### config.mk
export PLATFORM = sky130hd
export DESIGN_NAME = load_extract
export DESIGN_NICKNAME = d
export VERILOG_FILES = /design/src/design/lsu_pkg.sv /design/src/design/load_extract.sv
export VERILOG_INCLUDE_DIRS = /design/src /design/src/include
export SDC_FILE = /design/constraint.sdc
export NUM_CORES = 1
export LEC_CHECK = 0
export ABC_CLOCK_PERIOD_IN_PS = 4200
export BUFFER_PORTS_ARGS = -buffer_cell sky130_fd_sc_hd__buf_2
export CAP_MARGIN = 20
export CORE_AREA = 2 2 46 48
export DETAILED_ROUTE_END_ITERATION = 10
export DIE_AREA = 0 0 48 50
export PLACE_DENSITY = 0.88
export SLEW_MARGIN = 20
export SYNTH_ARGS = -nofsm -noshare
export SYNTH_HDL_FRONTEND = slang
export SYNTH_SLANG_ARGS = --single-unit
export TNS_END_PERCENT = 30
### constraint.sdc
create_clock -name vclk -period 4.2
set_input_delay 1.26 -clock vclk [all_inputs]
set_output_delay 1.26 -clock vclk [all_outputs]
set_load 0.05 [all_outputs]
### src/include/lsu_defs.svh
`ifndef LSU_DEFS_SVH
`define LSU_DEFS_SVH

// Data and address widths
`define LSU_XLEN        32
`define LSU_AWIDTH      32

// Memory depth in 32-bit words
// Word addresses at or above this get an error response
`define LSU_MEM_WORDS   256

// Cycles from a bus request to its complete pulse, at least 1
`define LSU_BUS_LATENCY 2

// Bus response codes
`define LSU_RESP_OKAY   2'b00
`define LSU_RESP_ERR    2'b10

`endif

### src/design/lsu_pkg.sv
package lsu_pkg;

    // Load/store opcodes seen on the core side
    typedef enum logic [3:0] {
        op_none,
        op_lb,
        op_lh,
        op_lw,
        op_lbu,
        op_lhu,
        op_sb,
        op_sh,
        op_sw
    } mem_op_t;

    // Controller states
    typedef enum logic [1:0] {
        st_idle,
        st_wait,
        st_fault
    } lsu_state_t;

    // Result reported with every completed access
    typedef enum logic [1:0] {
        stat_ok,
        stat_misaligned,
        stat_bus_err
    } lsu_status_t;

endpackage

### src/design/load_extract.sv
`timescale 1ns/1ps
`include "lsu_defs.svh"

module load_extract (
    input  lsu_pkg::mem_op_t     mem_op,
    input  logic [1:0]           addr_low,
    input  logic [`LSU_XLEN-1:0] bus_rdata,
    output logic [`LSU_XLEN-1:0] mem_rdata
);

    logic [7:0]  sel_byte;
    logic [15:0] sel_half;

    // **************************************************
    // Lane select
    // **************************************************
    always_comb begin
        case (addr_low)
            2'b00:   sel_byte = bus_rdata[7:0];
            2'b01:   sel_byte = bus_rdata[15:8];
            2'b10:   sel_byte = bus_rdata[23:16];
            default: sel_byte = bus_rdata[31:24];
        endcase
    end

    // Only even offsets reach here for halfwords
    assign sel_half = addr_low[1] ? bus_rdata[31:16] : bus_rdata[15:0];

    // **************************************************
    // Extension
    // **************************************************
    always_comb begin
        case (mem_op)
            lsu_pkg::op_lb: begin
                mem_rdata = {{24{sel_byte[7]}}, sel_byte};
            end
            lsu_pkg::op_lbu: begin
                mem_rdata = {24'h000000, sel_byte};
            end
            lsu_pkg::op_lh: begin
                mem_rdata = {{16{sel_half[15]}}, sel_half};
            end
            lsu_pkg::op_lhu: begin
                mem_rdata = {16'h0000, sel_half};
            end
            lsu_pkg::op_lw: begin
                mem_rdata = bus_rdata;
            end
            default: begin
                mem_rdata = '0;
            end
        endcase
    end

endmodule

==> flow_summary.yaml, run 1 <==
detailed_routing:
  post_drt_via_cell_ratio: 5.74
  ant_nets: 0
  post_drt_wl_per_cell_um: 14.6
  drc: 0
  wirelength_um: 2860
  first_pass_iters: 6
  drt-initial-drc-count: 19
  vias: 1125
sta:
  finalHoldViolations: 0
  rsz0062_at_grt: "no"
  setup_violations: 0
  tightestPinTransition_ns: 0.496
  relSlewSlack_pct: 66.8
  slew_viol_final: 0
  finalCriticalPeriod_ns: 3.97
  timing.hold.ws_ns: 2.98
  timing.fmax_ghz: 0.252
  fin_crit_sh_pct: 94.6
  fin_setup_tns_ns: 0
critical_path:
  start_kind: "input port"
  crit_path_end_kind: "primary output"
  crit_arrival_ns: 2.71
  required_ns: 2.94
  timing_worst_setup_path_type: "in2out"
  cp_max_fo: 16
placement:
  hpwl_um: 2300
  gp_congestion: 0.805
  placed_area_mm2: 0.00113
  io_buffers: 70
yosys:
  syn_area_per_cell_um2: 7.34
  syn_area_um2: 786
  synth_seq_area_share_pct: 0
  synth_top_area_cell: "mux2i_1"
  synth_warnings: 0
  post_synth_num_cell_types: 30
  synth_area_leaders: "mux2i_1 15%, nor2b_1 13%, a221o_1 11%"
  post-synth-top-area-fraction_pct: 15.3
  netlist_instances: 107
  synth_nets: 145
floorplan:
  start_util_pct: 41.3
  num_rows: 16
  die_h_um: 50
  die_width_um: 48
  dieArea_mm2: 0.00240
  coreArea_mm2: 0.00190
  io_pins: 70
layout:
  register_area_um2: 0
  fill_cells: 175
  clkbuf_count: 0
  nets: 209
  seq_cells: 0
  antenna_cells: 0
  area_growth_pct: 44.1
  drive_gt1_share_pct: 50.9
  fin_area_mm2: 0.00113
outcome:
  status: "finished, final reports clean"
grt:
  grtUsageMet2_pct: 37.6
  grt_pass1_vias: 1012
  met1_usage_pct: 26.6
  grt.busiest_layer: "met2"
  met3_usage_pct: 2.93
  antenna_found_initial: 0
  grt_pass1_wl_um: 4080
  overflow: 0
  grt_max_degree: 26
  grt_use_total_pct: 21.6
flow_run:
  maxCapViolCount: 0
hold_path:
  worstHoldStart: "bus_rdata[5]"
  min_to: "mem_rdata[5]"
  holdCritPathClass: "in2out"
  whs_path_depth: 4
power:
  p_per_area_mw_per_mm2: 155
  total_power_uw: 175
  ir_drop_mv: 0.0815
  p_leak_uw: 0.000611
clock_tree:
  post_cts_buffers: 0
  cts_hold_buffers: 0
  postCtsResizedCells: 0
## critical path, stage by stage
cell	delay, ns
buf_2	0.11
mux4_2	0.52
nand3_1	0.36
o21ai_0	0.20
buf_2	0.25
## per-layer routing
layer	up-vias	wire (um)
met5	-	0
met2	66	1410
met3	4	255
li1	546	-
met1	509	1160
met4	0	25
## synth_stat cells, drive strengths merged
library cell,number
and3,2
buf,8
nor2,6
nor4b,1
nor2b,16
mux4,1
nand2,7
o211ai,1
mux2,4
or3b,1
o221ai,5
a211oi,1
a32oi,2
inv,1
a221o,9
a21oi,1
nor4bb,2
nand3,1
o21ba,1
nor3b,1
xor2,1
nand3b,1
and2b,1
clkbuf,3
mux2i,12
o21ai,18
## kinds of logic after synthesis
logic type | count (synthesis) | share of synthesized area (%)
AND/OR/NAND/NOR | 39 | 29.8
multiplexers | 17 | 23.9
AO/OA/AOI/OAI | 38 | 36.3
XOR/XNOR | 1 | 1.11
buffers and inverters | 12 | 8.92
## layout by cell type (no fill, tap or decap), drive strengths merged
cell | netlist | final
a211oi | 1 | 1
a21oi | 1 | 1
a221o | 9 | 9
a32oi | 2 | 2
and2b | 1 | 1
and3 | 2 | 2
buf | 8 | 73
inv | 1 | 1
mux2 | 4 | 4
mux2i | 12 | 12
mux4 | 1 | 1
nand2 | 7 | 7
nand3 | 1 | 1
nand3b | 1 | 1
nor2 | 6 | 6
nor2b | 16 | 16
nor3b | 1 | 1
nor4b | 1 | 1
nor4bb | 2 | 2
o211ai | 1 | 1
o21ai | 18 | 18
o21ba | 1 | 1
o221ai | 5 | 5
or3b | 1 | 1
xor2 | 1 | 1
## worst max-delay path by stage
stage | start | end | slack, ns | cells past startpoint
floorplan | mem_op[3] | mem_rdata[28] | -0.12 | 5
global placement | addr_low[0] | mem_rdata[30] | 0.29 | 5
detailed placement | addr_low[0] | mem_rdata[31] | 0.24 | 5
CTS | addr_low[0] | mem_rdata[27] | 0.23 | 5
global route | addr_low[0] | mem_rdata[27] | 0.10 | 5
finish | addr_low[0] | mem_rdata[31] | 0.23 | 5
## through the flow
stage | util (%) | std cells | worst slack [ns]
after detailed placement | 59.5 | 196 | 0.238
after CTS | 59.5 | 196 | 0.232
final | 59.5 | 196 | 0.228
after global placement | 59.5 | 196 | 0.287
after floorplan | - | 107 | -0.122
after global routing | 59.5 | 196 | 0.104
## area by class of cell
type | instances | area, um2 | area share [%]
inverters | 1 | 3.75 | 0.331
multi-input cells | 95 | 722 | 63.8
well taps | 27 | 33.8 | 2.98
repair buffers | 73 | 373 | 32.9
## report_power, final
part	leakage, uW	internal (uW)	switching, uW
logic	0.000611	55.2	120
clock network	0	0	0
registers	0	0	0
(Power assumes the default switching activity.)
==> run 2: changes to the inputs <==
Settings changed: BUFFER_PORTS_ARGS -buffer_cell sky130_fd_sc_hd__buf_2 to default, CORE_AREA 2 2 46 48 to 2 2 39 41, DIE_AREA 0 0 48 50 to 0 0 41 43, DONT_BUFFER_PORTS from default to 1, GPL_TIMING_DRIVEN from default to 1, PLACE_DENSITY 0.88 to 0.75.
==> run 2 against run 1 <==
Against the previous run:
- combinational power down 7%
- setup slack better by 0.081 ns
- final area down 6.5%
- sequential share of layout area unchanged
- flip-flop and latch count unchanged
- cell count down 25%
- critical path depth down 1
- non-clock buffer count down 38
- core utilization up 17 points
- wire length down 2.7%
- die area down 27%
- power down 6.7%
==> flow_summary.yaml, run 2 (synthesized netlist as in run 1, its figures left out) <==
critical_path:
  crit_chain: "mux4_2 -> nand3_1 -> o21ai_0 -> buf_4"
  startpoint: "addr_low[0]"
  cp_max_fo: 16
  timing_worst_setup_path_type: "in2out"
  crit_arrival_ns: 2.63
  crit_path_end_kind: "primary output"
  required_ns: 2.94
  slowest_delay_ns: 0.51
  slowest_stage: "mux4_2"
  start_kind: "input port"
placement:
  gp_congestion: 0.863
  placed_area_mm2: 0.00106
  place_inst: 147
  hpwl_um: 2150
  io_buffers: 0
floorplan:
  start_util_pct: 56.8
  coreArea_mm2: 0.00138
  die_h_um: 43
  io_pins: 70
  die_width_um: 41
  dieArea_mm2: 0.00176
  num_rows: 14
sta:
  tightestPinTransition_ns: 0.536
  rsz0062_at_grt: "no"
  finalHoldViolations: 0
  relSlewSlack_pct: 64.2
  slew_viol_final: 0
  timing.fmax_ghz: 0.257
  setup_violations: 0
  finalCriticalPeriod_ns: 3.89
  fin_crit_sh_pct: 92.6
layout:
  fin_area_mm2: 0.00106
  antenna_cells: 0
  instances_no_fill: 147
  multi_input_area_um2: 722
  fill_cells: 109
  seq_cells: 0
  final_cell_mix: "31 x buf_4, 16 x nor2b_1, 12 x mux2i_1, 12 x o21ai_1, 9 x a221o_1"
  area_growth_pct: 34.7
  nets: 171
  clkbuf_count: 0
  drive_gt1_share_pct: 36.6
  register_area_um2: 0
  final_common_cell: "buf_4"
detailed_routing:
  vias: 1004
  ant_nets: 0
  wirelength_um: 2780
  post_drt_wl_per_cell_um: 18.9
  post_drt_via_cell_ratio: 6.83
  drc: 0
  drt-initial-drc-count: 35
  first_pass_iters: 5
flow_run:
  maxCapViolCount: 0
outcome:
  status: "finished, final reports clean"
clock_tree:
  post_cts_buffers: 0
  postCtsResizedCells: 0
  cts_hold_buffers: 0
grt:
  grt_pass1_vias: 883
  antenna_found_initial: 0
  grt_max_degree: 26
  grt_pass1_wl_um: 3810
  overflow: 0
  grt_use_total_pct: 29.4
hold_path:
  min_to: "mem_rdata[3]"
  worstHoldStart: "bus_rdata[3]"
  whs_path_depth: 3
  holdCritPathClass: "in2out"
power:
  total_power_uw: 163
  p_clk_share_pct: 0
  sw_frac_of_total_pct: 63.1
  ir_drop_mv: 0.0772
  intPower_uw: 60.4
  comb_power_share_pct: 100.0
  p_per_area_mw_per_mm2: 154
  p_leak_uw: 0.000478
  switchingPower_uw: 103
  pwr-share-seq_pct: 0
[run 2: changes by cell type in the layout (fill, tap and decap cells not counted)]
cell	delta
buf_2	-70
o21ai_1	+4
o21ai_0	-4
buf_12	+4
buf_4	+28
[run 2: power by group through the flow]
stage	logic, uW	registers [uW]	clock network, uW
finish	163	0	0
detailed placement	162	0	0
global route	170	0	0
floorplan	125	0	0
CTS	163	0	0
global placement	159	0	0
[run 2: stage by stage]
stage	util (%)	hold slack, ns	setup WS (ns)	TNS [ns]
global placement	76.5	2.80	0.444	0
finish	76.5	2.81	0.309	0
CTS	76.5	2.81	0.339	0
floorplan	-	2.90	-0.122	-0.441
global route	76.5	2.82	0.242	0
detailed placement	76.5	2.81	0.333	0
[run 2: how the worst max path moves through the flow]
stage | to | cells after the start
after floorplan | mem_rdata[28] | 5
after detailed placement | mem_rdata[30] | 4
after global routing | mem_rdata[30] | 4
after global placement | mem_rdata[24] | 4
final | mem_rdata[30] | 4
after CTS | mem_rdata[30] | 4
[run 2: critical path, delay by kind of cell]
kind	cells	cell delay, ns
simple gates	1	0.40
compound gates	1	0.22
mux	1	0.51
buf+inv	1	0.24
[run 2: cell type report]
type / instances / share of cell area [%]
Inverter: 1 / 0.355
Multi-Input combinational cell: 95 / 68.2
Tap cell: 16 / 1.89
Timing Repair Buffer: 35 / 29.6
[run 2: per-layer routing]
metal	part of all wire [%]	global-route usage, %	vias to the layer above
met3	10	2.09	2
li1	-	-	466
met1	36	35.1	467
met4	0.47	0.667	0
met2	53	55.6	69
met5	0	0	-
==> run 3: changes to the inputs <==
Settings changed: GPL_ROUTABILITY_DRIVEN from default to 0, PLACE_DENSITY 0.75 to 0.76.
==> run 3 against run 2 <==
Against the previous run:
- critical path depth unchanged
- core utilization down 6.3 points
- worst hold slack better by 0.0030 ns
- global-route usage down 0.13 points
- non-clock buffer count down 5
- maximum frequency up 1.0%
- largest cell class unchanged
- highest routed layer unchanged
==> flow_summary.yaml, run 3 (synthesized netlist as in run 1, its figures left out) <==
floorplan:
  dieArea_mm2: 0.00176
  die_h_um: 43
  coreArea_mm2: 0.00138
  die_width_um: 41
  num_rows: 14
  io_pins: 70
  start_util_pct: 56.8
critical_path:
  crit_chain: "mux4_2 -> nand3_1 -> o21ai_0 -> buf_4"
  cp_max_fo: 16
  slowest_stage: "mux4_2"
  crit_path_end_kind: "primary output"
  timing_worst_setup_path_type: "in2out"
  slowest_delay_ns: 0.50
  crit_arrival_ns: 2.59
  required_ns: 2.94
  start_kind: "input port"
grt:
  grtUsageMet2_pct: 50.6
  grt.busiest_layer: "met2"
  grt_max_degree: 26
  grt_use_total_pct: 29.2
  grt_pass1_vias: 895
  grt_pass1_wl_um: 3820
  met1_usage_pct: 36.9
  antenna_found_initial: 0
  met3_usage_pct: 4.71
  overflow: 0
layout:
  register_area_um2: 0
  fill_cells: 125
  final_common_cell: "buf_4"
  drive_gt1_share_pct: 34.1
  fin_area_um2: 971
  final_cell_mix: "30 x buf_4, 16 x nor2b_1, 12 x mux2i_1"
  area_growth_pct: 23.6
  nets: 166
  clkbuf_count: 0
  seq_cells: 0
  antenna_cells: 0
  utilization_pct: 70.2
outcome:
  status: "finished, final reports clean"
power:
  total_power_uw: 151
  p_per_area_mw_per_mm2: 156
  p_leak_uw: 0.000440
  ir_drop_mv: 0.0784
detailed_routing:
  drt-initial-drc-count: 38
  ant_nets: 0
  post_drt_via_cell_ratio: 7.10
  wirelength_um: 2650
  post_drt_wl_per_cell_um: 18.7
  drc: 0
  vias: 1008
  first_pass_iters: 4
sta:
  fin_crit_sh_pct: 91.7
  setup_violations: 0
  timing.hold.ws_ns: 2.81
  relSlewSlack_pct: 58.0
  slew_viol_final: 0
  finalHoldViolations: 0
  rsz0062_at_grt: "no"
  timing.fmax_ghz: 0.260
  finalCriticalPeriod_ns: 3.85
  tightestPinTransition_ns: 0.628
hold_path:
  holdCritPathClass: "in2out"
  whs_path_depth: 3
clock_tree:
  post_cts_buffers: 0
  cts_hold_buffers: 0
  postCtsResizedCells: 0
placement:
  hpwl_um: 2000
  placed_area_um2: 971
  io_buffers: 0
flow_run:
  maxCapViolCount: 0
## run 3: per-stage QoR
stage	std cells	setup slack [ns]	setup TNS, ns
after floorplan	107	-0.122	-0.441
after global placement	142	0.437	0
after detailed placement	142	0.386	0
after CTS	142	0.383	0
after global routing	142	0.276	0
final	142	0.350	0
## run 3: routing by layer
metal	vias to the layer above	wire length, um
met5	-	0
met4	0	46
met3	9	246
met2	65	1350
met1	481	1010
li1	453	-
## run 3: final timing paths
| path | startpoint | to | slack [ns] |
|---|---|---|---|
| hold / removal | bus_rdata[3] | mem_rdata[3] | 2.81 |
| setup / recovery | addr_low[0] | mem_rdata[28] | 0.35 |
## run 3: cell type report
type               count  area (um2)  area share [%]
inverters              1        3.75           0.387
multi-input cells     95         722            74.4
well taps             16        20.0            2.06
repair buffers        30         225            23.2
## run 3: critical path: cells and delay by family
| kind | cells | cell delay [ns] |
|---|---|---|
| mux | 1 | 0.50 |
| compound gates | 1 | 0.20 |
| buf+inv | 1 | 0.23 |
| simple gates | 1 | 0.40 |
## run 3: where the power goes
part           leakage (uW)  internal, uW  switching (uW)  total [uW]
clock                     0             0               0           0
combinational      0.000440          50.8             100         151
sequential                0             0               0           0
total              0.000440          50.8             100         151
