File: config.mk
export PLATFORM = sky130hd
export DESIGN_NAME = store_align
export DESIGN_NICKNAME = d
export VERILOG_FILES = /design/src/design/lsu_pkg.sv /design/src/design/store_align.sv
export VERILOG_INCLUDE_DIRS = /design/src /design/src/include
export SDC_FILE = /design/constraint.sdc
export NUM_CORES = 1
export LEC_CHECK = 0
export BUFFER_PORTS_ARGS = -buffer_cell sky130_fd_sc_hd__buf_2
export CAP_MARGIN = 20
export CORE_MARGIN = 5
export CORE_UTILIZATION = 35
export DETAILED_ROUTE_END_ITERATION = 10
export PLACE_DENSITY = 0.9
export REMOVE_ABC_BUFFERS = 1
export SLEW_MARGIN = 30
export SYNTH_ARGS = -nofsm -noshare
export SYNTH_HDL_FRONTEND = slang
export SYNTH_SLANG_ARGS = --single-unit
File: constraint.sdc
create_clock -name vclk -period 4.8
set_input_delay 1.2 -clock vclk [all_inputs]
set_output_delay 1.2 -clock vclk [all_outputs]
set_load 0.005 [all_outputs]
File: src/include/lsu_defs.svh
`ifndef LSU_DEFS_SVH
`define LSU_DEFS_SVH

// Data and address widths
`define LSU_XLEN        32
`define LSU_AWIDTH      32

// Memory depth in 32-bit words
// Word addresses at or above this get an error response
`define LSU_MEM_WORDS   256

// Cycles from a bus request to its complete pulse, at least 1
`define LSU_BUS_LATENCY 2

// Bus response codes
`define LSU_RESP_OKAY   2'b00
`define LSU_RESP_ERR    2'b10

`endif

File: src/design/lsu_pkg.sv
package lsu_pkg;

    // Load/store opcodes seen on the core side
    typedef enum logic [3:0] {
        op_none,
        op_lb,
        op_lh,
        op_lw,
        op_lbu,
        op_lhu,
        op_sb,
        op_sh,
        op_sw
    } mem_op_t;

    // Controller states
    typedef enum logic [1:0] {
        st_idle,
        st_wait,
        st_fault
    } lsu_state_t;

    // Result reported with every completed access
    typedef enum logic [1:0] {
        stat_ok,
        stat_misaligned,
        stat_bus_err
    } lsu_status_t;

endpackage

File: src/design/store_align.sv
`timescale 1ns/1ps
`include "lsu_defs.svh"

module store_align (
    input  lsu_pkg::mem_op_t         mem_op,
    input  logic [`LSU_AWIDTH-1:0]   mem_addr,
    input  logic [`LSU_XLEN-1:0]     mem_wdata,
    output logic [`LSU_AWIDTH-1:0]   bus_addr,
    output logic [`LSU_XLEN-1:0]     bus_wdata,
    output logic [3:0]               bus_wmask,
    output logic [2:0]               bus_size
);

    logic [`LSU_XLEN-1:0] shifted;

    // Bus works on whole words, lanes come from the mask
    assign bus_addr = {mem_addr[`LSU_AWIDTH-1:2], 2'b00};

    assign shifted = mem_wdata << {mem_addr[1:0], 3'b000};

    always_comb begin
        bus_wdata = '0;
        bus_wmask = 4'b0000;
        bus_size  = 3'b111;
        case (mem_op)
            lsu_pkg::op_lb,
            lsu_pkg::op_lbu: bus_size = 3'b000;
            lsu_pkg::op_lh,
            lsu_pkg::op_lhu: bus_size = 3'b001;
            lsu_pkg::op_lw:  bus_size = 3'b010;
            lsu_pkg::op_sb: begin
                bus_wdata = shifted;
                bus_wmask = 4'b0001 << mem_addr[1:0];
                bus_size  = 3'b000;
            end
            lsu_pkg::op_sh: begin
                bus_wdata = shifted;
                bus_wmask = 4'b0011 << mem_addr[1:0];
                bus_size  = 3'b001;
            end
            lsu_pkg::op_sw: begin
                bus_wdata = shifted;
                bus_wmask = 4'b1111;
                bus_size  = 3'b010;
            end
            default: ;
        endcase
    end

endmodule

==> results of run 1 <==
-- synthesized netlist by cell type, drive strengths merged --
cell type  count  area (um^2)
a211oi        16          120
a21oi          9         45.0
and2           2         15.0
and3           8         50.1
buf           39          293
clkbuf         4         15.0
clkinv         1         3.75
conb           1         3.75
mux2           9          101
mux2i          8         80.1
nand2         17         63.8
nand3b         1         7.51
nor2           2         7.51
nor2b          9         56.3
nor3           9         65.1
o21ai          5         25.0
o21bai         2         15.0
o31ai          1         7.51
or4b           1         13.8
xor2           2         17.5
-- power groups by stage --
stage | logic (W) | registers, W | clock network, W
6_report | 0.0000849 | 0 | 0
5_1_grt | 0.0000942 | 0 | 0
4_1_cts | 0.0000854 | 0 | 0
3_5_place_dp | 0.0000850 | 0 | 0
3_3_place_gp | 0.0000833 | 0 | 0
2_1_floorplan | 0.0000391 | 0 | 0
-- final timing paths --
check	startpoint	to	slack (ns)	cells past startpoint
worst max-delay path	mem_addr[1]	bus_wdata[20]	0.95	5
worst min-delay path	mem_addr[6]	bus_addr[6]	2.40	0
-- kinds of logic (layout without fill, tap and decap cells) --
group                  Yosys count  count (layout)  synth area share [%]
buffers and inverters           44              78                  31.0
XOR/XNOR                         2               2                  1.74
multiplexers                    17              17                  18.0
other                            1               2                 0.373
AND/OR/NAND/NOR                 49              49                  27.7
AO/OA/AOI/OAI                   33              33                  21.1
-- per-stage QoR --
step                area (um^2)  hold WS (ns)
floorplan                   702          2.40
global placement           1130          2.40
detailed placement         1130          2.40
CTS                        1130          2.40
global route               1130          2.40
finish                     1130          2.40
-- layer usage --
metal	vias to the layer above	part of all wire, %	GRT usage [%]
li1	552	-	-
met1	488	37	20.2
met2	104	43	26.6
met3	4	18	13.3
met4	2	0.66	0.779
met5	-	1.1	8.33
-- worst max-delay path, delay by kind of cell --
kind | cells | cell delay [ns]
simple gates | 2 | 0.73
buf+inv | 2 | 0.56
compound gates | 1 | 0.16
-- cell type report --
cell class,count,area [um^2],area share [%]
multi-input cells,103,698,62.0
repair buffers,77,385,34.2
well taps,31,38.8,3.44
inverters,1,3.75,0.333
==> qor.txt, run 1 <==
IO buf count -> 77
slowest stage cell on the critical path -> nor2b_1
Antenna Diode Count -> 0
Leakage -> 0.629 nW
detailed-route wire length -> 3930 um
Synth cell types -> 25
startpoint types -> primary input
most used cell, CP -> buf_2
total global-route track usage -> 17.6%
Seq cells -> 0
Initial DRT Pass Iterations -> 4
Gate power share -> 100.0%
Tot Pwr -> 0.0000849 W
internal power -> 0.0000393 W
MaxCap Viol Count -> 0
sequential share of power -> 0%
Synth Area per Inst -> 6.89 um^2
initial drt markers -> 65
RePlAce Congestion -> 0.726
Peak VDD IR -> 0.0368 mV
Setup WS pre-CTS -> 0.928 ns
CP Max Fanout -> 29
Setup-failing EPs final -> 0
crit end category -> output pin
global-route wire length before repair -> 5750 um
most frequent cells in the layout -> buf_2, nand2_1, a211oi_1
Syn-to-layout area delta -> 11.9%
vias per inst -> 5.42
Clock power frac -> 0%
register area -> 0 um^2
vias in the first global route -> 1071
final non-filler cell total -> 212
setup bufs post-CTS -> 0
synthesized instance count -> 146
sw frac -> 53.7%
Worst slew margin -> 51.3%
die area -> 0.00405 mm^2
data arrival time of the worst path -> 2.65 ns
largest net degree at the start of global routing -> 38
GRT overflow -> 0
Crit Path Category -> primary input to output pin
Residual DRC -> 0
Rows -> 19
Final nets -> 251
Hold WC Path Type -> primary input to output pin
final setup margin -> 0.946 ns
post-CTS sizing -> 0
min Tclk post-route -> 3.85 ns
Least-Margin Pin Slew -> 0.730 ns
CLK BUF -> 0
switching pwr -> 0.0000456 W
wire length per cell -> 18.6 um
Yosys warning count -> 0
sequential fraction of the synthesis area -> 0%
Final period util -> 80.3%
initial antenna violation count -> 0
max incr delay on CP -> 0.62 ns
Power Dens Cells -> 75.4 mW/mm^2
Worst Path Required -> 3.60 ns
Die Wd -> 63.6 um
RSZ-0062 raised after global routing -> no
layout cell share with drive strength beyond 1 -> 50.8%
I/O pins -> 139
starting density of the core -> 36.5%
filler cell count in the final layout -> 299
most common cell after layout, fill and taps aside -> buf_2
fin util -> 40.8%
Core Area -> 0.00276 mm^2
Peak Freq -> 259 MHz
Mapped Area -> 0.00101 mm^2
crit-path cells -> buf_2, nor2b_1, nand2_1, a21oi_1, buf_2
DR vias -> 1150
status -> finished clean
Setup TNS -> 0 ns
Slew Limit Fails -> 0
CTS Hold Buffers Added -> 0
HPWL after detailed placement -> 3290 um
final hold viol count -> 0
Die H -> 63.6 um
Routed Antenna Nets -> 0
placed cells -> 212
Power figures use the tool's default switching activity.
==> inputs of run 2 (changes only) <==
- CORE_UTILIZATION: 35 -> 32
- PLACE_DENSITY: 0.9 -> 0.84
- clock period: 4.8 -> 3.74 ns (I/O delays scaled with it)
==> run 2 against run 1 <==
Net effect:
- sequential cell count did not move
- critical path depth did not move
- utilization fell by 2.1 points
- global-route usage fell by 0.88 points
- hold slack got worse by 0.53 ns
- critical endpoint is now bus_wdata[10]
- worst setup slack got worse by 0.40 ns
- largest cell class unchanged
- first-iteration DRC count fell by 49%
- via count rose by 2.6%
- power rose by 32%
- clock-buffer cell count did not move
- cell area rose by 4.1%
- critical path type unchanged
==> qor.txt, run 2 (synthesis gave the netlist of run 1 again) <==
status -> finished clean
GRT overflow -> 0 (unchanged)
Final nets -> 255 (+1.6%)
MaxCap Viol Count -> 0 (unchanged)
post-route cell area -> 0.00117 mm^2 (+4.1%)
I/O pins -> 139 (unchanged)
total global-route track usage -> 16.7% (-0.88 points)
RePlAce Congestion -> 0.728 (+0.21%)
data arrival time of the worst path -> 2.26 ns (-0.39 ns)
Rows -> 20 (+1)
wire length per cell -> 17.2 um (-7.3%)
post-CTS sizing -> 0 (unchanged)
layout cell share with drive strength beyond 1 -> 51.9% (+1.1 points)
Worst Path Required -> 2.80 ns (-0.80 ns)
detailed-route wire length -> 3940 um (+0.10%)
most frequent cells in the layout -> buf_2, nand2_1, a211oi_1
Hold WC Path Type -> primary input to output pin
IO buf count -> 77 (unchanged)
Peak VDD IR -> 0.0547 mV (+49%)
Residual DRC -> 0 (unchanged)
Initial DRT Pass Iterations -> 4 (unchanged)
startpoint types -> primary input
CLK BUF -> 0 (unchanged)
crit path to -> bus_wdata[10]
RSZ-0062 raised after global routing -> no
Syn-to-layout area delta -> 16.5%
Routed Antenna Nets -> 0 (unchanged)
Tot Pwr -> 0.000112 W (+32%)
Antenna Diode Count -> 0 (unchanged)
Seq cells -> 0 (unchanged)
Peak Freq -> 313 MHz
crit end category -> output pin
vias in the first global route -> 1140 (+6.4%)
Core Area -> 0.00303 mm^2 (+9.8%)
Post-DP Area -> 0.00117 mm^2 (+4.1%)
register area -> 0 um^2 (unchanged)
setup bufs post-CTS -> 0 (unchanged)
CP startpoint -> mem_op[1]
Crit Path Category -> primary input to output pin
HPWL after detailed placement -> 3290 um (+0.25%)
most common cell after layout, fill and taps aside -> buf_2
largest net degree at the start of global routing -> 25 (-34%)
Die H -> 66.1 um (+3.9%)
die area -> 0.00437 mm^2 (+7.9%)
CTS Hold Buffers Added -> 0 (unchanged)
initial antenna violation count -> 0 (unchanged)
DR vias -> 1180 (+2.6%)
Final period util -> 85.3%
vias per inst -> 5.15 (-5.0%)
min Tclk post-route -> 3.19 ns
Setup TNS -> 0 ns (unchanged)
CP Max Fanout -> 24 (-17%)
Die Wd -> 66.1 um (+3.9%)
starting density of the core -> 33.2% (-3.3 points)
initial drt markers -> 33 (-49%)
Slew Limit Fails -> 0 (unchanged)
Power Dens Cells -> 95.9 mW/mm^2 (+27%)
Leakage -> 0.648 nW (+3.1%)
Setup-failing EPs final -> 0 (unchanged)
final hold viol count -> 0 (unchanged)
global-route wire length before repair -> 5720 um (-0.47%)
[run 2: changes by cell type in the layout (fill, tap and decap cells not counted), sizes merged]
cell	delta
buf	+4
[run 2: report_power, final]
| group | internal [W] | switching [W] |
|---|---|---|
| Sequential | 0 | 0 |
| Clock | 0 | 0 |
| Combinational | 0.0000531 | 0.0000593 |
| Total | 0.0000531 | 0.0000593 |
[run 2: per-stage QoR]
step	hold slack (ns)	worst slack [ns]	cells	utilization, %
after floorplan	1.87	0.878	104	-
after global placement	1.87	0.543	229	38.7
after detailed placement	1.87	0.545	229	38.7
after CTS	1.87	0.542	229	38.7
after global routing	1.87	0.458	229	38.7
final	1.87	0.549	229	38.7
[run 2: cell type report]
class | instances | area, um^2
inverters | 1 | 3.75
well taps | 44 | 55.1
repair buffers | 81 | 415
fillers | 353 | 1860
multi-input cells | 103 | 698
[run 2: worst max-delay path, stage by stage]
cell,delay [ns]
buf_2,0.13
or4b_4,0.57
and2_4,0.25
nor3_1,0.22
buf_2,0.15
[run 2: worst min path at each step]
stage / from / endpoint / slack, ns / cells past startpoint
final: mem_addr[22] / bus_addr[22] / 1.87 / 0
after global routing: mem_addr[31] / bus_addr[31] / 1.87 / 0
after CTS: mem_addr[22] / bus_addr[22] / 1.87 / 0
after detailed placement: mem_addr[22] / bus_addr[22] / 1.87 / 0
after global placement: mem_addr[22] / bus_addr[22] / 1.87 / 0
after floorplan: mem_addr[10] / bus_addr[10] / 1.87 / 0
[run 2: metal layers]
metal / vias up / share of wire (%) / track usage, %
met5: - / 0.76 / 9.72
met4: 2 / 0.051 / 0
met3: 2 / 20 / 12.9
met2: 106 / 38 / 23.7
met1: 512 / 41 / 20.6
li1: 558 / - / -
==> inputs of run 3 (changes only) <==
- CORE_UTILIZATION: 32 -> 25
- PLACE_DENSITY: 0.84 -> 0.68
==> run 3 against run 2 <==
Net effect:
- maximum frequency up 0.30%
- via count down 3.4%
- hold slack unchanged
- cell area up 1.1%
- global-route usage down 3.6 points
- die area up 24%
- critical path depth unchanged
- sequential cell count unchanged
- final cell count up 2.2%
- non-clock buffer count down 1
- clock-buffer cell count unchanged
- sequential share of layout area unchanged
==> qor.txt, run 3 (synthesis gave the netlist of run 1 again) <==
Initial DRT Pass Iterations -> 4 (unchanged)
most common cell after layout, fill and taps aside -> buf_2
Slew Limit Fails -> 0 (unchanged)
Leakage -> 0.648 nW (about the same)
min Tclk post-route -> 3.18 ns (-0.00969 ns)
RePlAce Congestion -> 0.672 (-7.6%)
initial antenna violation count -> 0 (unchanged)
largest net degree at the start of global routing -> 25 (unchanged)
crit-path cells -> buf_2, or4b_4, and2_4, a211oi_1, buf_2
vias in the first global route -> 1098 (-3.7%)
hold path cells -> 0 (unchanged)
status -> finished clean
global-route wire length before repair -> 5620 um (-1.7%)
Routed Antenna Nets -> 0 (unchanged)
Rows -> 23 (+15%)
Min-Delay Endpoint -> bus_addr[10]
starting density of the core -> 25.5% (-7.7 points)
Peak Freq -> 314 MHz (+0.30%)
I/O pins -> 139 (unchanged)
detailed-route wire length -> 3890 um (-1.2%)
CLK BUF -> 0 (unchanged)
max incr delay on CP -> 0.56 ns (about the same)
Die H -> 73.4 um (+11%)
MaxCap Viol Count -> 0 (unchanged)
layout cell share with drive strength beyond 1 -> 51.6% (-0.26 points)
Setup TNS -> 0 ns (unchanged)
crit end category -> output pin
kind of cell adding the most delay to the critical path -> simple AND/OR/NAND/NOR gates
CTS Hold Buffers Added -> 0 (unchanged)
Setup WS pre-CTS -> 0.530 ns (-0.0146 ns)
Core Area -> 0.00394 mm^2 (+30%)
Die Wd -> 73.4 um (+11%)
Setup-failing EPs final -> 0 (unchanged)
setup bufs post-CTS -> 0 (unchanged)
post-CTS sizing -> 0 (unchanged)
register area -> 0 um^2 (unchanged)
Crit Path Category -> primary input to output pin
GRT overflow -> 0 (unchanged)
final hold viol count -> 0 (unchanged)
data arrival time of the worst path -> 2.25 ns (about the same)
Residual DRC -> 0 (unchanged)
Antenna Diode Count -> 0 (unchanged)
CP Max Fanout -> 24 (unchanged)
wire length per cell -> 16.6 um (-3.3%)
hold_sp -> mem_addr[10]
placed cells -> 234 (+2.2%)
most used cell, CP -> buf_2
Seq cells -> 0 (unchanged)
final setup margin -> 0.558 ns (+0.00969 ns)
die area -> 0.00539 mm^2 (+24%)
Power Dens Cells -> 95.8 mW/mm^2 (about the same)
Worst Path Required -> 2.80 ns (about the same)
vias per inst -> 4.87 (-5.5%)
DR vias -> 1140 (-3.4%)
total global-route track usage -> 13.1% (-3.6 points)
Final nets -> 254 (-0.39%)
filler cell count in the final layout -> 431 (+22%)
Syn-to-layout area delta -> 17.8%
WP buf/inv -> 2 (unchanged)
Peak VDD IR -> 0.0404 mV (-26%)
most frequent cells in the layout -> buf_2, nand2_1, a211oi_1
RSZ-0062 raised after global routing -> no
slowest stage cell on the critical path -> or4b_4
HPWL after detailed placement -> 3190 um (-3.3%)
initial drt markers -> 21 (-36%)
WHS -> 1.87 ns (unchanged)
Final period util -> 85.1% (-0.26 points)
IO buf count -> 77 (unchanged)
Hold WC Path Type -> primary input to output pin
final non-filler cell total -> 234 (+2.2%)
startpoint types -> primary input
## run 3: cell count changes in the layout (fill, tap and decap cells not counted), sizes merged
cell and change:
buf -1
## run 3: worst max-delay path by stage
stage / cells after the start / startpoint / slack, ns / to
6_report: 5 / mem_op[1] / 0.56 / bus_wdata[30]
5_1_grt: 5 / mem_op[1] / 0.47 / bus_wdata[30]
4_1_cts: 5 / mem_op[1] / 0.53 / bus_wdata[30]
3_5_place_dp: 5 / mem_op[1] / 0.53 / bus_wdata[30]
3_3_place_gp: 5 / mem_op[1] / 0.54 / bus_wdata[30]
2_1_floorplan: 3 / mem_op[1] / 0.88 / bus_wdata[24]
## run 3: layer usage
layer  vias up  routed length, um  GRT usage (%)
li1        560                  -              -
met1       493               1580           17.0
met2        83               1620           18.5
met3         2                652           8.62
met4         2                  3              0
met5         -                 34           8.08
## run 3: final cells by class
cell class | count | area, um^2 | area share (%)
tap | 50 | 62.6 | 5.28
inverter | 1 | 3.75 | 0.317
multi-input combinational | 103 | 698 | 58.9
timing repair buffer | 80 | 420 | 35.5
## run 3: stage by stage
step	utilization (%)	power, W	instance area (um^2)
finish	30.1	0.000114	1180
global route	30.1	0.000127	1180
CTS	30.1	0.000115	1180
detailed placement	30.1	0.000115	1180
global placement	30.1	0.000113	1180
floorplan	-	0.0000502	702
## run 3: power by group
| group | switching [W] | total (W) | leakage, nW | internal [W] |
|---|---|---|---|---|
| clock | 0 | 0 | 0 | 0 |
| combinational | 0.0000597 | 0.000114 | 0.648 | 0.0000538 |
| sequential | 0 | 0 | 0 | 0 |
| total | 0.0000597 | 0.000114 | 0.648 | 0.0000538 |
