`src/include/lsu_defs.svh`:
```
`ifndef LSU_DEFS_SVH
`define LSU_DEFS_SVH

// Data and address widths
`define LSU_XLEN        32
`define LSU_AWIDTH      32

// Memory depth in 32-bit words
// Word addresses at or above this get an error response
`define LSU_MEM_WORDS   256

// Cycles from a bus request to its complete pulse, at least 1
`define LSU_BUS_LATENCY 2

// Bus response codes
`define LSU_RESP_OKAY   2'b00
`define LSU_RESP_ERR    2'b10

`endif

```
`src/design/lsu_pkg.sv`:
```
package lsu_pkg;

    // Load/store opcodes seen on the core side
    typedef enum logic [3:0] {
        op_none,
        op_lb,
        op_lh,
        op_lw,
        op_lbu,
        op_lhu,
        op_sb,
        op_sh,
        op_sw
    } mem_op_t;

    // Controller states
    typedef enum logic [1:0] {
        st_idle,
        st_wait,
        st_fault
    } lsu_state_t;

    // Result reported with every completed access
    typedef enum logic [1:0] {
        stat_ok,
        stat_misaligned,
        stat_bus_err
    } lsu_status_t;

endpackage

```
`src/design/lsu_ctrl.sv`:
```
`timescale 1ns/1ps
`include "lsu_defs.svh"

module lsu_ctrl (
    input  logic                 clk,
    input  logic                 rst,
    input  logic                 mem_valid,
    input  lsu_pkg::mem_op_t     mem_op,
    input  logic [1:0]           addr_low,
    input  logic                 bus_complete,
    input  logic [1:0]           bus_resp,
    output logic                 bus_wr_req,
    output logic                 bus_rd_req,
    output logic                 mem_done,
    output lsu_pkg::lsu_status_t mem_status,
    output logic                 mem_busy
);

    lsu_pkg::lsu_state_t state_q;
    lsu_pkg::lsu_state_t state_d;

    logic valid_q;
    logic start;
    logic is_load;
    logic is_store;
    logic size_half;
    logic size_word;
    logic misaligned;

    // **************************************************
    // Opcode decode
    // **************************************************
    always_comb begin
        is_load   = 1'b0;
        is_store  = 1'b0;
        size_half = 1'b0;
        size_word = 1'b0;
        case (mem_op)
            lsu_pkg::op_lb,
            lsu_pkg::op_lbu: is_load = 1'b1;
            lsu_pkg::op_lh,
            lsu_pkg::op_lhu: begin
                is_load   = 1'b1;
                size_half = 1'b1;
            end
            lsu_pkg::op_lw: begin
                is_load   = 1'b1;
                size_word = 1'b1;
            end
            lsu_pkg::op_sb: is_store = 1'b1;
            lsu_pkg::op_sh: begin
                is_store  = 1'b1;
                size_half = 1'b1;
            end
            lsu_pkg::op_sw: begin
                is_store  = 1'b1;
                size_word = 1'b1;
            end
            default: ;
        endcase
    end

    assign misaligned = (size_half & addr_low[0]) | (size_word & (addr_low != 2'b00));

    // Rising edge of valid, only honoured when idle
    always_ff @(posedge clk) begin
        if (rst) begin
            valid_q <= 1'b0;
        end else begin
            valid_q <= mem_valid;
        end
    end

    assign start = mem_valid & ~valid_q & (state_q == lsu_pkg::st_idle) & (is_load | is_store);

    // Request pulses leave in the edge cycle itself
    assign bus_rd_req = start & is_load & ~misaligned;
    assign bus_wr_req = start & is_store & ~misaligned;

    // **************************************************
    // State machine
    // **************************************************
    always_comb begin
        state_d = state_q;
        case (state_q)
            lsu_pkg::st_idle: begin
                if (start) begin
                    state_d = misaligned ? lsu_pkg::st_fault : lsu_pkg::st_wait;
                end
            end
            lsu_pkg::st_wait: begin
                if (bus_complete) begin
                    state_d = lsu_pkg::st_idle;
                end
            end
            lsu_pkg::st_fault: state_d = lsu_pkg::st_idle;
            default: state_d = lsu_pkg::st_idle;
        endcase
    end

    always_ff @(posedge clk) begin
        if (rst) begin
            state_q <= lsu_pkg::st_idle;
        end else begin
            state_q <= state_d;
        end
    end

    assign mem_done = (state_q == lsu_pkg::st_fault) |
                      ((state_q == lsu_pkg::st_wait) & bus_complete);

    always_comb begin
        if (state_q == lsu_pkg::st_fault) begin
            mem_status = lsu_pkg::stat_misaligned;
        end else if (bus_resp != `LSU_RESP_OKAY) begin
            mem_status = lsu_pkg::stat_bus_err;
        end else begin
            mem_status = lsu_pkg::stat_ok;
        end
    end

    assign mem_busy = (state_q != lsu_pkg::st_idle);

endmodule

```
`config.mk`:
```
export PLATFORM = sky130hd
export DESIGN_NAME = lsu_ctrl
export DESIGN_NICKNAME = d
export VERILOG_FILES = /design/src/design/lsu_pkg.sv /design/src/design/lsu_ctrl.sv
export VERILOG_INCLUDE_DIRS = /design/src /design/src/include
export SDC_FILE = /design/constraint.sdc
export NUM_CORES = 1
export LEC_CHECK = 0
export ABC_AREA = 1
export BUFFER_PORTS_ARGS = -buffer_cell sky130_fd_sc_hd__buf_2
export CORE_AREA = 4 4 41 43
export CTS_CLUSTER_DIAMETER = 60
export DETAILED_ROUTE_END_ITERATION = 8
export DIE_AREA = 0 0 45 47
export PLACE_DENSITY = 0.42
export SLEW_MARGIN = 30
export SYNTH_ARGS = -nofsm -noshare
export SYNTH_HDL_FRONTEND = slang
export SYNTH_SLANG_ARGS = --single-unit
export TNS_END_PERCENT = 10
```
`constraint.sdc`:
```
create_clock -name clk -period 1 [get_ports clk]
set_input_delay 0.2 -clock clk [delete_from_list [all_inputs] [get_ports clk]]
set_output_delay 0.2 -clock clk [all_outputs]
set_load 0.05 [all_outputs]
```
==> results of run 1 <==
[synth_stat cells (all sizes together)]
cell	number
nand2	10
o21ai	1
nor3	1
inv	8
or2	1
dfxtp	3
nand3	5
nor3b	1
nor2	9
a21oi	3
nand3b	1
nand4	1
[kinds of logic after synthesis]
family          after synthesis  share of synthesized area, %
simple gates                 29                         54.86
flops                         3                         23.30
compound gates                4                         9.222
buf+inv                       8                         12.62
[what timing repair did]
| item | CTS | global route |
|---|---|---|
| buffers inserted | 0 | 0 |
| endpoints found under the hold margin | 0 | 0 |
| setup endpoints to repair | 8 | 8 |
| pin swaps | 1 | 0 |
| resized for setup | 15 | 1 |
[layer usage]
layer  up-vias  share of wire, %  wire length, um  GRT usage [%]
li1        198                 -                -              -
met1       148                47              352          9.751
met2         6                48              362          9.040
met3         0               4.4               33          3.831
met4         0                 0                0          1.754
met5         -                 0                0              0
[state kept, by name, indices dropped and copies added (netlist names)]
signal   cells
state_q      2
valid_q      1
[cells in the final DEF (no fill, tap or decap)]
master,synthesis,routed
inv_4,1,1
nand2_1,9,8
buf_6,0,7
buf_4,0,7
or2_2,1,1
dfxtp_1,3,1
dfxtp_2,0,2
inv_2,1,1
nor3b_2,1,1
buf_2,0,11
nor2_4,0,1
nand4_1,1,1
nand3b_1,1,1
clkbuf_4,0,3
a21oi_2,1,1
nand2_2,1,1
nor2_2,0,2
nand3_1,5,4
nor3_4,0,1
nor2_1,9,6
a21oi_4,0,2
o21ai_2,0,1
clkbuf_1,0,1
nand2_8,0,1
nand3_2,0,1
inv_1,6,6
[final cells by class]
cell class                      count  area (um^2)  area share (%)
Multi-Input combinational cell     33        231.5           41.48
Timing Repair Buffer               25        186.4           33.41
Sequential cell                     3        62.56           11.21
Inverter                            8        32.53           5.830
Clock buffer                        4        26.28           4.709
Tap cell                           15        18.77           3.363
[worst max-delay path: cells and delay by family (launching register included)]
kind	cells	cell delay (ns)
compound gates	1	0.13
buf+inv	2	0.25
flops	1	0.32
simple gates	3	0.29
[metrics by stage]
| step | util, % | cells | worst slack (ns) | power [W] |
|---|---|---|---|---|
| after floorplan | - | 44 | -0.2942 | 0.0002448 |
| after global placement | 37.02 | 84 | -0.3910 | 0.0003139 |
| after detailed placement | 37.02 | 84 | -0.3905 | 0.0003131 |
| after CTS | 42.69 | 88 | -0.4450 | 0.0005504 |
| after global routing | 42.88 | 88 | -0.5113 | 0.0005767 |
| final | 42.88 | 88 | -0.4208 | 0.0005372 |
[worst max path at each step]
stage                             from          to
4_1_cts        state_q[0]$_SDFFE_PP0P_  bus_rd_req
3_5_place_dp                 mem_op[3]  bus_rd_req
6_report       state_q[0]$_SDFFE_PP0P_  bus_rd_req
5_1_grt        state_q[0]$_SDFFE_PP0P_  bus_wr_req
3_3_place_gp                 mem_op[3]  bus_rd_req
2_1_floorplan  state_q[0]$_SDFFE_PP0P_  bus_rd_req
[power groups by stage]
stage / registers, W / clock network, W / logic, W
CTS: 0.000130 / 0.000221 / 0.000200
detailed placement: 0.000131 / 0 / 0.000182
finish: 0.000130 / 0.000209 / 0.000199
global route: 0.000130 / 0.000231 / 0.000216
global placement: 0.000131 / 0 / 0.000183
floorplan: 0.000134 / 0 / 0.000111
==> reports/metrics.csv, run 1 <==
metric,value,unit
status,finished with violations,
violations,negative setup slack,
r2r-end,state_q[0]$_SDFFE_PP0P_,
antenna_left,0,
grt_usage,6.946,%
critical_path.max_fanout,2,
cts-root-buf,clkbuf_4,
clk_latency,0.23,ns
cts.htree.levels,1,
final_nets,86,
finClkSkew,0.001579,ns
core,0.001301,mm^2
tns,-1.634,ns
die-area,0.002115,mm^2
diodes,0,
vias,352,
drc_errors,0,
design_area,558.0,um^2
port_buffers,17,
finalHoldViolCount,0,
power.density,962.6,mW/mm^2
fin_crit_sh,142.1,%
critPathLaunchType,flip-flop,
dp.final_hpwl,646.2,um
dr.pass1.iters,3,
avgSynthCellArea,5.858,um^2
cap_violations,0,
p_sw,0.0001761,W
syn_nets,56,
hold_path.class,in2reg,
gp_congestion,0.6960,
cp.required,0.80,ns
antenna_found_initial,0,
slowest_stage,dfxtp_2,
fin_crit,1.421,ns
grt_pass1_vias,266,
synth-seq-cells,3,
slew_headroom,89.52,%
synth_area_leaders,"dfxtp_1 (23%), nand2_1 (13%), nor2_1 (13%)",
clk_pin_slew,0.04,ns
endpoint_kind,output port,
seq_area_frac_synth,23.30,%
placed_cell_area,481.7,um^2
grt_setup_unrepaired,true,
viasPerCell,4.000,
fmax,703.8,MHz
yosysTopAreaCellShare,23.30,%
cts_hold_buf,0,
holdPathStages,2,
criticalPathCategory,reg2out,
setup_viol,6,
p_sw_share,32.78,%
dr.first_iter.drc_count,5,
clock_sinks,3,
r2r_start,state_q[0]$_SDFFE_PP0P_,
path_cells,inv_2 > nand2_8 > nor3_4 > nand2_2 > a21oi_4 > buf_6,
worstPathArrival,1.22,ns
hold_ws,0.1578,ns
min_from,rst,
yosys.area.top_type,dfxtp_1,
fillCellCount,144,
layout-drive-gt1-share,61.64,%
reg2regPathDepth,7,
clockBufferDepth,2,
globalRouteOverflowTotal,0,
synth_warnings,0,
comb_power_share,37.0,%
routedWlPerCell,8.500,um
die_w,45,um
num_rows,13,
ir_worst_vdd,0.0007621,V
p_int,0.0003611,W
syn_inst,44,
worst_pin_slew,0.1568,ns
maxSlewViolCount,0,
ios,18,
syn_area,257.7,um^2
cpPeakStageDelay,0.32,ns
pwr-share-seq,24.1,%
tritoncts,yes,
p_leak,0.2737,nW
worst_slack,-0.4208,ns
r2r_slack,0.04,ns
wirelength,748,um
cts_inserted_buffers,3,
syn2layout_area_growth,116.5,%
hold_path_end,state_q[0]$_SDFFE_PP0P_,
grt_max_degree,5,
clkPwrFrac,38.9,%
die_height,47,um
initial_core_util,19.81,%
grt_pass1_wl,1048,um
synth_cell_types,16,
Note: power is estimated with default switching activity, not from simulation.
==> inputs of run 2 (changes only) <==
--- a/config.mk
+++ b/config.mk
@@ -6,7 +6,6 @@
 export SDC_FILE = /design/constraint.sdc
 export NUM_CORES = 1
 export LEC_CHECK = 0
-export ABC_AREA = 1
 export BUFFER_PORTS_ARGS = -buffer_cell sky130_fd_sc_hd__buf_2
 export CORE_AREA = 4 4 41 43
 export CTS_CLUSTER_DIAMETER = 60
==> reports/metrics.csv, run 2 <==
metric,value,unit,change
die_w,45,um,unchanged
placed_cell_area,515.5,um^2,was 481.7 um^2
finalHoldViolCount,0,,unchanged
p_sw,0.0001775,W,was 0.0001761 W
mostFrequentLayoutCells,"buf_4 (15), buf_2 (11), buf_6 (5)",,"was buf_2 (11), nand2_1 (8), buf_6 (7), buf_4 (7)"
grt_setup_unrepaired,true,,unchanged
yosysMostFrequentCell,nor2_1,,
synthTopCellsByCount,"nor2_1 (4), dfxtp_1 (3), nand2_1 (2), nor2b_1 (2), nor4_1 (2)",,"was nand2_1 (9), nor2_1 (9), inv_1 (6)"
syn_inst,31,,was 44
clk_latency,0.23,ns,about the same
worst_pin_slew,0.2626,ns,was 0.1568 ns
tritoncts,yes,,unchanged
synth_area_leaders,"dfxtp_1 (23%), o21ba_4 (6.2%), nor2_1 (5.7%)",,"was dfxtp_1 (23%), nand2_1 (13%), nor2_1 (13%)"
cts_inserted_buffers,3,,unchanged
avgSynthCellArea,8.476,um^2,was 5.858 um^2
dr.pass1.iters,1,,was 3
layout-drive-gt1-share,67.69,%,was 61.64%
final_common_cell,buf_4,,was buf_2
violations,negative setup slack,,unchanged
drc_errors,0,,unchanged
min_from,mem_valid,,was rst
port_buffers,17,,unchanged
synth_flop_cell,dfxtp_1,,unchanged
routedWlPerCell,12.29,um,was 8.500 um
place_inst,76,,was 84
largest-register,state_q,,unchanged
design_area,576.8,um^2,was 558.0 um^2
synth_edf_count,0,,unchanged
grt_pass1_vias,378,,was 266
grt_pass1_wl,1593,um,was 1048 um
clockBufferDepth,2,,unchanged
ir_worst_vdd,0.0003369,V,was 0.0007621 V
core,0.001301,mm^2,unchanged
syn_area,262.8,um^2,was 257.7 um^2
critPathLaunchType,flip-flop,,unchanged
criticalPathCategory,reg2out,,unchanged
num_rows,13,,unchanged
biggestRegsByFlops,"state_q: 2 flops, valid_q: 1 flops",,unchanged
largest_reg_flops,2,,unchanged
vias,377,,was 352
critical_path.max_fanout,3,,was 2
pwr-share-seq,23.1,%,was 24.1%
synth_cell_types,23,,was 16
r2r_start,state_q[1]$_SDFFE_PP0P_,,was state_q[0]$_SDFFE_PP0P_
fin_crit_sh,178.9,%,was 142.1%
cpPeakStageDelay,0.55,ns,was 0.32 ns
antenna_found_initial,0,,unchanged
utilization,44.33,%,was 42.88%
slowest_stage,or4b_4,,was dfxtp_2
dr.first_iter.drc_count,0,,was 5
power.density,966.9,mW/mm^2,was 962.6 mW/mm^2
yosysTopAreaCellShare,22.86,%,was 23.30%
die-area,0.002115,mm^2,unchanged
synth_warnings,0,,unchanged
wirelength,983,um,was 748 um
setup_viol,8,,was 6
cp-startpoint,state_q[1]$_SDFFE_PP0P_,,was state_q[0]$_SDFFE_PP0P_
finClkSkew,0.003532,ns,was 0.001579 ns
slew_headroom,82.50,%,was 89.52%
cp.required,0.80,ns,about the same
fmax,558.9,MHz,was 703.8 MHz
status,finished with violations,,unchanged
comb_power_share,38.6,%,was 37.0%
hold_path.class,in2reg,,unchanged
cts_setup_buffers,0,,unchanged
power.total,0.0005577,W,was 0.0005372 W
p_sw_share,31.82,%,was 32.78%
cts-root-buf,clkbuf_4,,unchanged
p_int,0.0003803,W,was 0.0003611 W
antenna_left,0,,unchanged
cap_violations,0,,unchanged
worst_slack,-0.7892,ns,was -0.4208 ns
gp_congestion,0.8156,,was 0.6960
endpoint_kind,output port,,unchanged
synth-seq-cells,3,,unchanged
fin_crit,1.789,ns,was 1.421 ns
syn_nets,43,,was 56
final_cell_count_no_fill,80,,was 88
p_leak,0.2733,nW,was 0.2737 nW
grt_usage,11.44,%,was 6.946%
globalRouteOverflowTotal,0,,unchanged
syn2layout_area_growth,119.5,%,was 116.5%
path_cells,or4b_4 > buf_4 > nor4_4 > buf_6,,was inv_2 > nand2_8 > nor3_4 > nand2_2 > a21oi_4 > buf_6
dp.final_hpwl,821.1,um,was 646.2 um
clock_sinks,3,,unchanged
clk_pin_slew,0.04,ns,about the same
clkPwrFrac,38.3,%,was 38.9%
ios,18,,unchanged
worstPathArrival,1.59,ns,was 1.22 ns
cts.htree.levels,1,,unchanged
diodes,0,,unchanged
viasPerCell,4.713,,was 4.000
final_nets,78,,was 86
yosys.area.top_type,dfxtp_1,,unchanged
die_height,47,um,unchanged
synthArstFlopShare,0,%,unchanged
initial_core_util,20.19,%,was 19.81%
grt_max_degree,7,,was 5
maxSlewViolCount,0,,unchanged
seq_area_frac_synth,22.86,%,was 23.30%
[run 2: cell types whose count changed after synthesis, moves of 2 or more]
cell,before,now
nor2_1,9,4
nand2_1,9,2
nand3_1,5,0
nor4_1,0,2
inv_1,6,0
nor2b_1,0,2
[run 2: power groups by stage]
stage	combinational, W	sequential [W]	clock (W)
6_report	0.000215	0.000129	0.000213
5_1_grt	0.000230	0.000129	0.000238
4_1_cts	0.000217	0.000129	0.000227
3_5_place_dp	0.000201	0.000130	0
3_3_place_gp	0.000197	0.000129	0
2_1_floorplan	0.000110	0.000130	0
[run 2: metrics by stage]
| stage | setup TNS [ns] | worst slack, ns | hold slack [ns] |
|---|---|---|---|
| 2_1_floorplan | -3.619 | -0.6803 | 0.2716 |
| 4_1_cts | -4.215 | -0.8109 | 0.2040 |
| 3_5_place_dp | -3.073 | -0.6625 | 0.4495 |
| 6_report | -4.129 | -0.7892 | 0.2153 |
| 3_3_place_gp | -2.991 | -0.6460 | 0.4432 |
| 5_1_grt | -4.523 | -0.8446 | 0.2121 |
[run 2: path summary, 6_finish.rpt]
kind	cells past startpoint	slack, ns	to
max	4	-0.79	bus_rd_req
min	2	0.22	valid_q$_SDFF_PP0_
max reg2reg	3	-0.67	state_q[1]$_SDFFE_PP0P_
min reg2reg	4	0.66	state_q[0]$_SDFFE_PP0P_
[run 2: per-layer routing]
layer	GRT usage, %	vias up	share of wire, %
met3	4.981	4	13
met2	16.95	18	46
met1	11.09	165	37
met5	0	-	0
li1	-	190	-
met4	13.45	0	4.2
[run 2: area by class of cell]
cell class	count	area, um^2
multi-input combinational	27	246.5
timing repair buffer	31	224.0
fill	143	724.4
clock buffer	4	26.28
tap	15	18.77
sequential	3	61.31
[run 2: worst max-delay path: cells and delay by family (launching register included)]
kind / cells / cell delay [ns]
flops: 1 / 0.31
simple gates: 2 / 0.69
buf+inv: 2 / 0.35
[run 2: cell families (layout without fill, tap and decap cells)]
kind of cell,count (synthesis),after routing,share of synthesized area (%)
AO/OA/AOI/OAI,8,8,29.05
AND/OR/NAND/NOR,19,19,46.67
flip-flops,3,3,22.86
buffers and inverters,1,35,1.427
[run 2: what timing repair did]
action / 4_1_cts / 5_1_grt
endpoints found under the setup margin: 8 / 8
hold buffers: 0 / 0
gates resized for setup: 12 / 0
==> inputs of run 3 (changes only) <==
--- a/config.mk
+++ b/config.mk
@@ -11,8 +11,9 @@
 export CTS_CLUSTER_DIAMETER = 60
 export DETAILED_ROUTE_END_ITERATION = 8
 export DIE_AREA = 0 0 45 47
+export HOLD_SLACK_MARGIN = 0.03
+export MAX_ROUTING_LAYER = met4
 export PLACE_DENSITY = 0.42
-export SLEW_MARGIN = 30
 export SYNTH_ARGS = -nofsm -noshare
 export SYNTH_HDL_FRONTEND = slang
 export SYNTH_SLANG_ARGS = --single-unit
==> reports/metrics.csv, run 3 (synthesis results as in run 2) <==
metric,value,unit,change
status,finished with violations,,unchanged
violations,negative setup slack,,unchanged
critical_path.max_fanout,3,,unchanged
num_rows,13,,unchanged
setup_viol,8,,unchanged
diodes,0,,unchanged
port_buffers,17,,unchanged
p_leak,0.2733,nW,unchanged
largest_reg_flops,2,,unchanged
vias,377,,unchanged
routedWlPerCell,12.29,um,unchanged
fmax,558.8,MHz,was 558.9 MHz
gp_congestion,0.8277,,was 0.8156
clockBufferDepth,2,,unchanged
finalHoldViolCount,0,,unchanged
maxSlewViolCount,0,,unchanged
worst_pin_slew,0.2626,ns,about the same
worstPathArrival,1.59,ns,about the same
grt_pass1_vias,379,,was 378
slew_headroom,82.50,%,about the same
final_common_cell,buf_4,,unchanged
power.total,0.0005584,W,was 0.0005577 W
grt_setup_unrepaired,true,,unchanged
core,0.001301,mm^2,unchanged
globalRouteOverflowTotal,0,,unchanged
antenna_found_initial,0,,unchanged
fillCellCount,143,,unchanged
final_nets,78,,unchanged
die_w,45,um,unchanged
dr.first_iter.drc_count,0,,unchanged
grt_pass1_wl,1593,um,unchanged
clock_sinks,3,,unchanged
clk_latency,0.24,ns,was 0.23 ns
cts-root-buf,clkbuf_4,,unchanged
cts_inserted_buffers,3,,unchanged
grt_max_degree,7,,unchanged
ir_worst_vdd,0.0003386,V,was 0.0003369 V
die_height,47,um,unchanged
fin_crit,1.790,ns,was 1.789 ns
grt_usage,11.81,%,was 11.44%
ios,18,,unchanged
wirelength,983,um,unchanged
placed_cell_area,515.5,um^2,unchanged
endpoint_kind,output port,,unchanged
cts_hold_buf,0,,unchanged
critPathLaunchType,flip-flop,,unchanged
criticalPathCategory,reg2out,,unchanged
viasPerCell,4.713,,unchanged
biggestRegsByFlops,"state_q: 2 flops, valid_q: 1 flops",,unchanged
power.density,968.1,mW/mm^2,was 966.9 mW/mm^2
dp.final_hpwl,821.1,um,unchanged
syn2layout_area_growth,119.5,%,unchanged
clk_pin_slew,0.04,ns,about the same
place_inst,76,,unchanged
hold_path.class,in2reg,,unchanged
drc_errors,0,,unchanged
initial_core_util,20.19,%,unchanged
cts_setup_buffers,0,,unchanged
tritoncts,yes,,unchanged
antenna_left,0,,unchanged
cp.required,0.80,ns,about the same
design_area,576.8,um^2,unchanged
worst_slack,-0.7896,ns,was -0.7892 ns
mostFrequentLayoutCells,"buf_4 (15), buf_2 (11), buf_6 (5)",,unchanged
cts.htree.levels,1,,unchanged
finClkSkew,0.003600,ns,was 0.003532 ns
layout-drive-gt1-share,67.69,%,unchanged
dr.pass1.iters,1,,unchanged
r2r_slack,-0.67,ns,about the same
die-area,0.002115,mm^2,unchanged
fin_crit_sh,179.0,%,was 178.9%
utilization,44.33,%,unchanged
final_cell_count_no_fill,80,,unchanged
cap_violations,0,,unchanged
largest-register,state_q,,unchanged
## run 3: worst paths after layout
check | startpoint | end | cells past startpoint
setup / recovery | state_q[1]$_SDFFE_PP0P_ | bus_rd_req | 4
hold / removal | mem_valid | valid_q$_SDFF_PP0_ | 2
setup reg to reg | state_q[1]$_SDFFE_PP0P_ | state_q[1]$_SDFFE_PP0P_ | 3
hold reg to reg | state_q[1]$_SDFFE_PP0P_ | state_q[0]$_SDFFE_PP0P_ | 4
## run 3: final cells by class
type,instances,area [um^2],share of cell area (%)
Clock buffer,4,26.28,4.555
Multi-Input combinational cell,27,246.5,42.73
Tap cell,15,18.77,3.254
Timing Repair Buffer,31,224.0,38.83
Sequential cell,3,61.31,10.63
## run 3: worst max-delay path, stage by stage, from the launching register on
cell	delay, ns
dfxtp_1	0.31
or4b_4	0.55
buf_4	0.16
nor4_4	0.14
buf_6	0.19
## run 3: what timing repair did
item / 4_1_cts / 5_1_grt
setup endpoints to repair: 8 / 8
resized for setup: 12 / 0
endpoints found under the hold margin: 0 / 0
## run 3: through the flow
step	setup TNS (ns)	hold WS, ns	setup slack, ns
global route	-4.523	0.2121	-0.8443
floorplan	-3.619	0.2716	-0.6803
detailed placement	-3.073	0.4495	-0.6625
global placement	-2.991	0.4432	-0.6460
CTS	-4.215	0.2040	-0.8109
finish	-4.133	0.2145	-0.7896
## run 3: per-layer routing
layer	GRT usage, %	share of wire [%]
met2	16.95	46
met5	-	0
met4	13.45	4.3
met1	11.31	38
met3	4.598	12
## run 3: power by group
| group | leakage [nW] | internal (W) | switching [W] |
|---|---|---|---|
| logic | 0.233 | 0.000105 | 0.000111 |
| clock network | 0.0150 | 0.000150 | 0.0000644 |
| registers | 0.0250 | 0.000126 | 0.00000293 |
| total | 0.273 | 0.000380 | 0.000178 |
